### config.mk
export PLATFORM = sky130hd
export DESIGN_NAME = rscDecInput
export DESIGN_NICKNAME = d
export VERILOG_FILES = /design/src/design/rscDecPkg.sv /design/src/design/bankCtrl.sv /design/src/design/dualReadRam.sv /design/src/design/inputBuffer.sv /design/src/design/llrWriter.sv /design/src/design/readSequencer.sv /design/src/design/rscDecInput.sv
export VERILOG_INCLUDE_DIRS = /design/src /design/src/include
export SDC_FILE = /design/constraint.sdc
export NUM_CORES = 2
export LEC_CHECK = 0
export BUFFER_PORTS_ARGS = -buffer_cell sky130_fd_sc_hd__buf_2
export CAP_MARGIN = 0
export CORE_UTILIZATION = 31
export DETAILED_ROUTE_END_ITERATION = 10
export GPL_ROUTABILITY_DRIVEN = 1
export PLACE_DENSITY = 0.51
export SLEW_MARGIN = 15
export SYNTH_ARGS = -nofsm -noshare
export SYNTH_HDL_FRONTEND = slang
export SYNTH_SLANG_ARGS = --single-unit
### constraint.sdc
create_clock -name iclk -period 2 [get_ports iclk]
set_input_delay 0.3 -clock iclk [delete_from_list [all_inputs] [get_ports iclk]]
set_output_delay 0.3 -clock iclk [all_outputs]
set_load 0.02 [all_outputs]
### src/include/rscDec_cfg.svh
`ifndef RSCDEC_CFG_SVH
`define RSCDEC_CFG_SVH

// ------------------------------------------------
// sample and llr widths
// ------------------------------------------------
`define RSC_RAW_W      7    // raw channel sample, signed
`define RSC_LLR_W      5    // quantized llr, signed

// ------------------------------------------------
// buffer geometry
// ------------------------------------------------
`define RSC_ADDR_W     5    // symbol address inside one bank
`define RSC_BNUM_W     1    // bank index bits, 2 banks
`define RSC_TAG_W      8
`define RSC_BLOCK_LEN  20   // symbols per block, <= 2**RSC_ADDR_W

`define RSC_APIPE      1    // ram read address register
`define RSC_DPIPE      0    // ram read data register

`endif

### src/design/rscDecPkg.sv
package rscDecPkg;

  `include "rscDec_cfg.svh"

  // llr of one bit and the duobit pair
  typedef logic signed [`RSC_LLR_W-1:0] llr_t;
  typedef llr_t        [1:0]             llrPair_t;   // [0] first bit, [1] second bit

  // raw samples as they come off the channel
  typedef logic signed [`RSC_RAW_W-1:0] raw_t;
  typedef raw_t        [1:0]             rawPair_t;

  typedef logic [`RSC_ADDR_W-1:0] addr_t;   // bank-local address
  typedef logic [`RSC_BNUM_W-1:0] bank_t;
  typedef logic [`RSC_TAG_W-1:0]  tag_t;

endpackage

### src/design/bankCtrl.sv
`timescale 1ns/10ps

`include "rscDec_cfg.svh"

module bankCtrl
  import rscDecPkg::*;
(
  input  logic  iclk,
  input  logic  reset,
  input  logic  closeBank,     // writer finished a block
  input  logic  releaseBank,   // reader finished a pass
  output bank_t writeBank,
  output bank_t readBank,
  output logic  anyEmpty,
  output logic  allEmpty,
  output logic  anyFull,
  output logic  allFull
);

  localparam int NBANK = 2 ** `RSC_BNUM_W;
  localparam int CNT_W = `RSC_BNUM_W + 1;

  typedef logic [CNT_W-1:0] cnt_t;

  localparam cnt_t CNT_FULL = cnt_t'(NBANK);
  localparam cnt_t CNT_LAST = cnt_t'(NBANK - 1);

  cnt_t fullCnt;   // number of banks holding a complete block

  // ------------------------------------------------
  // pointers and occupancy
  // ------------------------------------------------
  always_ff @(posedge iclk) begin
    if (reset) begin
      writeBank <= '0;
      readBank  <= '0;
      fullCnt   <= '0;
    end else begin
      if (closeBank)   writeBank <= writeBank + 1'b1;   // wraps over the banks
      if (releaseBank) readBank  <= readBank + 1'b1;
      case ({closeBank, releaseBank})
        2'b10:   fullCnt <= fullCnt + 1'b1;
        2'b01:   fullCnt <= fullCnt - 1'b1;
        default: fullCnt <= fullCnt;   // none, or one in and one out
      endcase
    end
  end

  // the closing cycle already counts as taken, so the writer cannot slip
  // a symbol into the next bank before the count catches up
  assign anyEmpty = (fullCnt != CNT_FULL) && !(closeBank && fullCnt == CNT_LAST);
  assign allEmpty = (fullCnt == '0);
  assign anyFull  = (fullCnt != '0);
  assign allFull  = (fullCnt == CNT_FULL);

  // writer must never close a bank the reader still owns
  closeNotFull : assert property (@(posedge iclk) disable iff (reset)
    closeBank |-> !allFull);
  // reader only releases a bank it was given
  releaseNotEmpty : assert property (@(posedge iclk) disable iff (reset)
    releaseBank |-> !allEmpty);

endmodule

### src/design/dualReadRam.sv
`timescale 1ns/10ps

`include "rscDec_cfg.svh"

module dualReadRam
  import rscDecPkg::*;
#(
  parameter int ADDR_W = `RSC_BNUM_W + `RSC_ADDR_W   // bank bits + local address
)(
  input  logic              iclk,
  input  logic              reset,
  input  logic              writeEn,
  input  logic [ADDR_W-1:0] writeAddr,
  input  llrPair_t          writeData,
  input  logic [ADDR_W-1:0] readAddr0,
  input  logic [ADDR_W-1:0] readAddr1,
  output llrPair_t          readData0,
  output llrPair_t          readData1
);

  llrPair_t          mem [2**ADDR_W];
  logic [ADDR_W-1:0] rdAddr0, rdAddr1;   // address seen by the array
  llrPair_t          ramOut0, ramOut1;   // array output register

  always_ff @(posedge iclk) begin
    if (writeEn) mem[writeAddr] <= writeData;
  end

  // ------------------------------------------------
  // optional address stage
  // ------------------------------------------------
  if (`RSC_APIPE != 0) begin : gAddrReg
    always_ff @(posedge iclk) begin
      if (reset) begin
        rdAddr0 <= '0;
        rdAddr1 <= '0;
      end else begin
        rdAddr0 <= readAddr0;
        rdAddr1 <= readAddr1;
      end
    end
  end else begin : gAddrDirect
    assign rdAddr0 = readAddr0;
    assign rdAddr1 = readAddr1;
  end

  always_ff @(posedge iclk) begin
    ramOut0 <= mem[rdAddr0];   // synchronous read, two ports
    ramOut1 <= mem[rdAddr1];
  end

  // ------------------------------------------------
  // optional data stage
  // ------------------------------------------------
  if (`RSC_DPIPE != 0) begin : gDataReg
    always_ff @(posedge iclk) begin
      if (reset) begin
        readData0 <= '0;
        readData1 <= '0;
      end else begin
        readData0 <= ramOut0;
        readData1 <= ramOut1;
      end
    end
  end else begin : gDataDirect
    assign readData0 = ramOut0;
    assign readData1 = ramOut1;
  end

endmodule

### src/design/inputBuffer.sv
`timescale 1ns/10ps

`include "rscDec_cfg.svh"

module inputBuffer
  import rscDecPkg::*;
(
  input  logic       iclk,
  input  logic       reset,
  // write side
  input  logic       writeEn,
  input  logic [1:0] writeSel,    // [0] y, [1] w, both also s
  input  addr_t      writeAddr,
  input  llrPair_t   sLlr,
  input  llrPair_t   yLlr,
  input  llrPair_t   wLlr,
  input  logic       closeBank,
  input  tag_t       closeTag,
  // read side
  input  addr_t      fwdAddr,
  input  addr_t      bwdAddr,
  input  logic       releaseBank,
  output llrPair_t   fsLlr,
  output llrPair_t   fyLlr,
  output llrPair_t   fwLlr,
  output llrPair_t   bsLlr,
  output llrPair_t   byLlr,
  output llrPair_t   bwLlr,
  output tag_t       bankTag,
  // status
  output logic       anyEmpty,
  output logic       allEmpty,
  output logic       anyFull,
  output logic       allFull
);

  localparam int RAM_ADDR_W = `RSC_BNUM_W + `RSC_ADDR_W;

  bank_t writeBank, readBank;
  logic  sWe, yWe, wWe;
  logic [RAM_ADDR_W-1:0] wrAddr, fwdRamAddr, bwdRamAddr;
  tag_t  tagMem [2**`RSC_BNUM_W];   // one tag per bank

  bankCtrl u_bankCtrl (
    .iclk        (iclk),
    .reset       (reset),
    .closeBank   (closeBank),
    .releaseBank (releaseBank),
    .writeBank   (writeBank),
    .readBank    (readBank),
    .anyEmpty    (anyEmpty),
    .allEmpty    (allEmpty),
    .anyFull     (anyFull),
    .allFull     (allFull)
  );

  // ------------------------------------------------
  // address build and write decode
  // ------------------------------------------------
  assign wrAddr     = {writeBank, writeAddr};
  assign fwdRamAddr = {readBank, fwdAddr};   // bank fixed at issue time
  assign bwdRamAddr = {readBank, bwdAddr};

  assign sWe = writeEn & (&writeSel);   // s only on full symbols
  assign yWe = writeEn & writeSel[0];
  assign wWe = writeEn & writeSel[1];

  dualReadRam #(.ADDR_W(RAM_ADDR_W)) sRam (
    .iclk (iclk), .reset (reset),
    .writeEn (sWe), .writeAddr (wrAddr), .writeData (sLlr),
    .readAddr0 (fwdRamAddr), .readAddr1 (bwdRamAddr),
    .readData0 (fsLlr), .readData1 (bsLlr)
  );

  dualReadRam #(.ADDR_W(RAM_ADDR_W)) yRam (
    .iclk (iclk), .reset (reset),
    .writeEn (yWe), .writeAddr (wrAddr), .writeData (yLlr),
    .readAddr0 (fwdRamAddr), .readAddr1 (bwdRamAddr),
    .readData0 (fyLlr), .readData1 (byLlr)
  );

  dualReadRam #(.ADDR_W(RAM_ADDR_W)) wRam (
    .iclk (iclk), .reset (reset),
    .writeEn (wWe), .writeAddr (wrAddr), .writeData (wLlr),
    .readAddr0 (fwdRamAddr), .readAddr1 (bwdRamAddr),
    .readData0 (fwLlr), .readData1 (bwLlr)
  );

  // tag goes with the bank being closed
  always_ff @(posedge iclk) begin
    if (closeBank) tagMem[writeBank] <= closeTag;
  end

  assign bankTag = tagMem[readBank];

endmodule

### src/design/llrWriter.sv
`timescale 1ns/10ps

`include "rscDec_cfg.svh"

module llrWriter
  import rscDecPkg::*;
(
  input  logic       iclk,
  input  logic       reset,
  input  logic       symValid,
  input  logic [1:0] symSel,
  input  rawPair_t   sRaw,
  input  rawPair_t   yRaw,
  input  rawPair_t   wRaw,
  input  tag_t       blockTag,
  input  logic       inReady,
  output logic       writeEn,
  output logic [1:0] writeSel,
  output addr_t      writeAddr,
  output llrPair_t   sLlr,
  output llrPair_t   yLlr,
  output llrPair_t   wLlr,
  output logic       closeBank,
  output tag_t       closeTag
);

  localparam int    LLR_MAX   = 2 ** (`RSC_LLR_W - 1) - 1;   // symmetric clamp
  localparam addr_t LAST_ADDR = addr_t'(`RSC_BLOCK_LEN - 1);

  logic  accept;
  addr_t addrCnt;

  // clamp to +-LLR_MAX then keep the low bits, no scaling
  function automatic llr_t saturate(raw_t x);
    if (x > LLR_MAX)  return llr_t'(LLR_MAX);
    if (x < -LLR_MAX) return llr_t'(-LLR_MAX);
    return llr_t'(x[`RSC_LLR_W-1:0]);
  endfunction

  assign accept = symValid & inReady;

  // ------------------------------------------------
  // control: address count and bank close
  // ------------------------------------------------
  always_ff @(posedge iclk) begin
    if (reset) begin
      addrCnt   <= '0;
      writeEn   <= 1'b0;
      closeBank <= 1'b0;
    end else begin
      writeEn   <= accept;
      closeBank <= accept && (addrCnt == LAST_ADDR);   // last symbol of block
      if (accept) addrCnt <= (addrCnt == LAST_ADDR) ? '0 : addrCnt + 1'b1;
    end
  end

  // payload, one cycle behind the accepted symbol
  always_ff @(posedge iclk) begin
    writeSel  <= symSel;
    writeAddr <= addrCnt;
    closeTag  <= blockTag;
    for (int i = 0; i < 2; i++) begin
      sLlr[i] <= saturate(sRaw[i]);
      yLlr[i] <= saturate(yRaw[i]);
      wLlr[i] <= saturate(wRaw[i]);
    end
  end

  // a stalled symbol stays on the inputs until it is taken
  symHeldWhileStalled : assert property (@(posedge iclk) disable iff (reset)
    symValid && !inReady |=> symValid && $stable({symSel, sRaw, yRaw, wRaw, blockTag}));

endmodule

### src/design/readSequencer.sv
`timescale 1ns/10ps

`include "rscDec_cfg.svh"

module readSequencer
  import rscDecPkg::*;
(
  input  logic  iclk,
  input  logic  reset,
  input  logic  anyFull,
  input  tag_t  bankTag,
  output addr_t fwdAddr,
  output addr_t bwdAddr,
  output logic  releaseBank,
  output logic  outValid,
  output logic  outLast,
  output tag_t  outTag
);

  localparam int    RD_LAT    = 1 + `RSC_APIPE + `RSC_DPIPE;   // ram read latency
  localparam addr_t LAST_ADDR = addr_t'(`RSC_BLOCK_LEN - 1);

  logic  issue;             // an address pair goes out this cycle
  addr_t passCnt;
  tag_t  passTag, tagIn;
  logic  [RD_LAT-1:0] validPipe, lastPipe;
  tag_t  tagPipe [RD_LAT];

  // a full bank stays full for its whole pass, so this is the run flag
  assign issue       = anyFull;
  assign fwdAddr     = passCnt;
  assign bwdAddr     = LAST_ADDR - passCnt;   // mirror of forward
  assign releaseBank = issue && (passCnt == LAST_ADDR);
  assign tagIn       = (passCnt == '0) ? bankTag : passTag;

  // ------------------------------------------------
  // pass counter
  // ------------------------------------------------
  always_ff @(posedge iclk) begin
    if (reset) begin
      passCnt <= '0;
    end else if (issue) begin
      passCnt <= releaseBank ? '0 : passCnt + 1'b1;
    end
  end

  always_ff @(posedge iclk) begin
    if (issue && passCnt == '0) passTag <= bankTag;   // latch at pass start
  end

  // ------------------------------------------------
  // flags ride along with the ram latency
  // ------------------------------------------------
  always_ff @(posedge iclk) begin
    if (reset) begin
      validPipe <= '0;
      lastPipe  <= '0;
    end else begin
      validPipe[0] <= issue;
      lastPipe[0]  <= releaseBank;
      for (int i = 1; i < RD_LAT; i++) begin
        validPipe[i] <= validPipe[i-1];
        lastPipe[i]  <= lastPipe[i-1];
      end
    end
  end

  always_ff @(posedge iclk) begin
    tagPipe[0] <= tagIn;   // keeps old tag for the tail of a back-to-back pass
    for (int i = 1; i < RD_LAT; i++) tagPipe[i] <= tagPipe[i-1];
  end

  assign outValid = validPipe[RD_LAT-1];
  assign outLast  = lastPipe[RD_LAT-1];
  assign outTag   = tagPipe[RD_LAT-1];

endmodule

### src/design/rscDecInput.sv
`timescale 1ns/10ps

module rscDecInput
  import rscDecPkg::*;
(
  input  logic       iclk,
  input  logic       reset,
  // symbol input
  input  logic       symValid,
  input  logic [1:0] symSel,
  input  rawPair_t   sRaw,
  input  rawPair_t   yRaw,
  input  rawPair_t   wRaw,
  input  tag_t       blockTag,
  output logic       inReady,
  // forward / backward llr output
  output llrPair_t   fsLlr,
  output llrPair_t   fyLlr,
  output llrPair_t   fwLlr,
  output llrPair_t   bsLlr,
  output llrPair_t   byLlr,
  output llrPair_t   bwLlr,
  output logic       outValid,
  output logic       outLast,
  output tag_t       outTag,
  // buffer status
  output logic       allEmpty,
  output logic       anyFull,
  output logic       allFull
);

  logic       writeEn, closeBank, releaseBank;
  logic [1:0] writeSel;
  addr_t      writeAddr, fwdAddr, bwdAddr;
  llrPair_t   sLlr, yLlr, wLlr;
  tag_t       closeTag, bankTag;

  // ------------------------------------------------
  // writer -> buffer -> sequencer
  // ------------------------------------------------
  llrWriter u_llrWriter (
    .iclk (iclk), .reset (reset),
    .symValid (symValid), .symSel (symSel),
    .sRaw (sRaw), .yRaw (yRaw), .wRaw (wRaw),
    .blockTag (blockTag), .inReady (inReady),   // free bank doubles as ready
    .writeEn (writeEn), .writeSel (writeSel), .writeAddr (writeAddr),
    .sLlr (sLlr), .yLlr (yLlr), .wLlr (wLlr),
    .closeBank (closeBank), .closeTag (closeTag)
  );

  inputBuffer u_inputBuffer (
    .iclk (iclk), .reset (reset),
    .writeEn (writeEn), .writeSel (writeSel), .writeAddr (writeAddr),
    .sLlr (sLlr), .yLlr (yLlr), .wLlr (wLlr),
    .closeBank (closeBank), .closeTag (closeTag),
    .fwdAddr (fwdAddr), .bwdAddr (bwdAddr), .releaseBank (releaseBank),
    .fsLlr (fsLlr), .fyLlr (fyLlr), .fwLlr (fwLlr),
    .bsLlr (bsLlr), .byLlr (byLlr), .bwLlr (bwLlr),
    .bankTag (bankTag),
    .anyEmpty (inReady), .allEmpty (allEmpty),
    .anyFull (anyFull), .allFull (allFull)
  );

  readSequencer u_readSequencer (
    .iclk (iclk), .reset (reset),
    .anyFull (anyFull), .bankTag (bankTag),
    .fwdAddr (fwdAddr), .bwdAddr (bwdAddr), .releaseBank (releaseBank),
    .outValid (outValid), .outLast (outLast), .outTag (outTag)
  );

endmodule

==> flow_summary.json <==
{
  "cts-root-buf": "clkbuf_16",
  "num_rows": 202,
  "drive_gt1_frac": 0.481,
  "ys_ff_latch": 2096,
  "finalWeightedCongestion": 0.854,
  "drv_cap": 0,
  "dr.pass1.iters": 5,
  "status": "finished with violations",
  "use_met1": 0.269,
  "synth_edf_count": 1944,
  "max_clock_freq_mhz": 407,
  "syn-instance-count": 4757,
  "grt_antenna_before_repair": 10,
  "busiest_layer": "met2",
  "hold_violations": 0,
  "synth-async-reset-ratio": 0,
  "cts_max_level": 4,
  "gr-total-overflow": 0,
  "synth_nets": 4821,
  "syn_to_final_growth_pct": 29.5,
  "ys_warn_count": 0,
  "ys_seq_area_frac": 0.652,
  "worstMarginPinSlew_ns": 0.749,
  "crit_type": "reg -> reg",
  "syn_area_per_cell_um2": 19.8,
  "viasPerCell": 5.51,
  "violations": "negative setup slack",
  "remaining_drc_errors": 0,
  "grt_use_met2": 0.354,
  "setup_viol": 64,
  "via_count": 55500,
  "vdd_ir_drop_max_uv": 689,
  "slew_violations": 0,
  "ios": 129,
  "num-nets-final": 5958,
  "die_area_mm2": 0.306,
  "power_density_mw_per_mm2": 799,
  "fin_ws_ns": -0.457,
  "clk_path_buf_depth": 4,
  "post-route-period-util": 1.23,
  "yosysTopAreaCellShare": 0.619,
  "wirelength_mm": 321,
  "cp_max_fo": 13,
  "skew_ns": 0.0611,
  "clk_latency_ns": 0.91,
  "first_global_vias": 57300,
  "core_area_mm2": 0.303,
  "dpl-instance-area_mm2": 0.109,
  "yosys.area.top_type": "edfxtp_1",
  "grt_max_degree": 65,
  "clk_pin_slew_ns": 0.06,
  "grt_pass1_wl_mm": 448,
  "ys_types": 52,
  "track_usage": 0.206,
  "synth_area_leaders": "edfxtp_1 62%, mux4_2 23%, dfxtp_1 3.2%, mux2i_1 2.9%, nor2_1 1.3%",
  "rsz0062_at_grt": "true",
  "crit_path_end_kind": "flop",
  "postRouteAntennaNets": 0,
  "die_x_um": 553,
  "synth-main-ff-cell": "edfxtp_1",
  "numPortBuffers": 128,
  "arrival_ns": 3.25,
  "p_total_mw": 97.5,
  "grt_util_met3": 0.0246,
  "required_ns": 2.79,
  "start_util": 0.312,
  "cts_made_buffers": 232,
  "design_area_mm2": 0.122,
  "drtIter0Drc": 5734,
  "slew_headroom": 0.500,
  "final_util": 0.404,
  "dp_hpwl_mm": 217,
  "wl_per_cell_um": 31.9,
  "fin_crit_ns": 2.46,
  "cts_sinks": 2096,
  "die_h_um": 553,
  "tritoncts": "done",
  "hp-class": "in -> reg",
  "cp-start-kind": "flop",
  "p_leak_nw": 38.9,
  "syn_area_mm2": 0.0942
}
synthesized netlist by cell type, drive strengths merged (2+ instances only):
cell and count:
a211o 5, a211oi 27, a21oi 58, a22o 28, a22oi 80, a2bb2oi 8
a311o 3, a32oi 16, and2 11, and3 5, and3b 3, and4 23
buf 209, clkbuf 171, dfxtp 152, edfxtp 1944, ha 9, inv 16
mux2 55, mux2i 276, mux4 978, nand2 94, nand2b 13, nand3 15
nand3b 10, nor2 316, nor2b 14, nor3 20, nor4 11, o2111ai 4
o21ai 16, o21bai 8, o221ai 13, o22ai 91, o2bb2ai 13, o31ai 2
or2 2, or3 17, or3b 7, xnor2 5, xor2 5
cell families after synthesis:
group / share of synthesized area
flops: 0.652
mux: 0.270
simple gates: 0.0271
buf+inv: 0.0217
compound gates: 0.0278
xor+xnor: 0.000929
fa+ha+maj: 0.00119
per-stage QoR:
| step | TNS [ns] | cells | worst slack, ns | hold slack (ns) |
|---|---|---|---|---|
| floorplan | -20.63 | 4757 | -0.0915 | 0.310 |
| global placement | -81.83 | 9403 | -0.921 | 0.313 |
| detailed placement | -77.14 | 9403 | -0.750 | 0.312 |
| CTS | -21.45 | 10000 | -0.446 | 0.0266 |
| global route | -23.12 | 10100 | -0.487 | 0.0683 |
| finish | -20.33 | 10100 | -0.457 | 0.0894 |
cell usage in the layout, fill, tap and decap left out, types with 16 or more instances in the layout:
cell,count
edfxtp_1,1944
mux4_2,978
buf_4,598
buf_12,337
nor2_1,253
clkbuf_16,247
mux2i_1,206
buf_2,124
dfxtp_1,101
dlygate4sd3_1,89
nand2_1,85
buf_6,67
o22ai_1,62
a21oi_1,56
clkbuf_1,46
mux2i_2,45
a22oi_2,45
clkinv_2,44
nor2_4,41
mux2_2,40
dfxtp_2,40
a22oi_1,35
buf_16,35
bufinv_16,30
clkinv_1,28
mux2i_4,25
o22ai_2,22
a211oi_1,22
nor2_2,22
a22o_1,21
buf_8,20
and4_1,17
nor3_1,17
or3_1,16
power by group:
part	internal (mW)	switching, mW
clock network	26.0	18.2
registers	48.2	0.241
logic	2.26	2.66
total	76.5	21.1
repair_timing:
item                                    in CTS  in global routing
endpoints found under the hold margin       65                  0
gates resized for setup                    355                164
endpoints found under the setup margin     450                110
setup buffers                               88                 67
pin swaps                                   50                 60
hold buffers                                89                  0
cloned                                      21                 11
final timing paths:
| check | startpoint | endpoint | slack [ns] | cells past startpoint |
|---|---|---|---|---|
| setup / recovery | u_inputBuffer.sRam.rdAddr0[0] | u_inputBuffer.wRam.readData0[1] | -0.46 | 7 |
| hold / removal | blockTag[2] | u_llrWriter.closeTag[2] | 0.09 | 2 |
| hold reg to reg | u_readSequencer.tagPipe[0][0] | u_readSequencer.tagPipe[0][8] | 0.33 | 0 |
| setup reg to reg | u_inputBuffer.sRam.rdAddr0[0] | u_inputBuffer.wRam.readData0[1] | -0.46 | 7 |
registers in the layout, summed over array words and instances (netlist names), 16 cells and up, named ones only:
name and count:
u_inputBuffer.tagMem 16, u_inputBuffer.wRam.mem 640, u_readSequencer.tagPipe 16, u_inputBuffer.sRam.mem 640, u_inputBuffer.yRam.mem 640
cell type report:
class	count	area [um2]
Timing Repair Buffer	1283	15100
Tap cell	3978	4980
Multi-Input combinational cell	2265	32600
Fill cell	26800	180000
Antenna cell	9	22.5
Clock buffer	295	6260
Inverter	16	72.6
Sequential cell	2096	61500
Clock inverter	131	1510
critical path: stages (launching register included):
cell and delay [ns]:
dfxtp_4 0.42, buf_12 0.20, buf_8 0.23, mux4_2 0.55, mux4_2 0.49, nor2_1 0.19
buf_4 0.18, o2bb2ai_1 0.07
layer usage:
layer	share of wire	wire (um)	vias up
met5	0.00012	37	-
met1	0.40	129000	30100
met3	0.058	18600	489
met2	0.50	161000	2229
met4	0.038	12200	6
li1	-	-	22700
No activity file was read; power rests on OpenSTA's default activity.
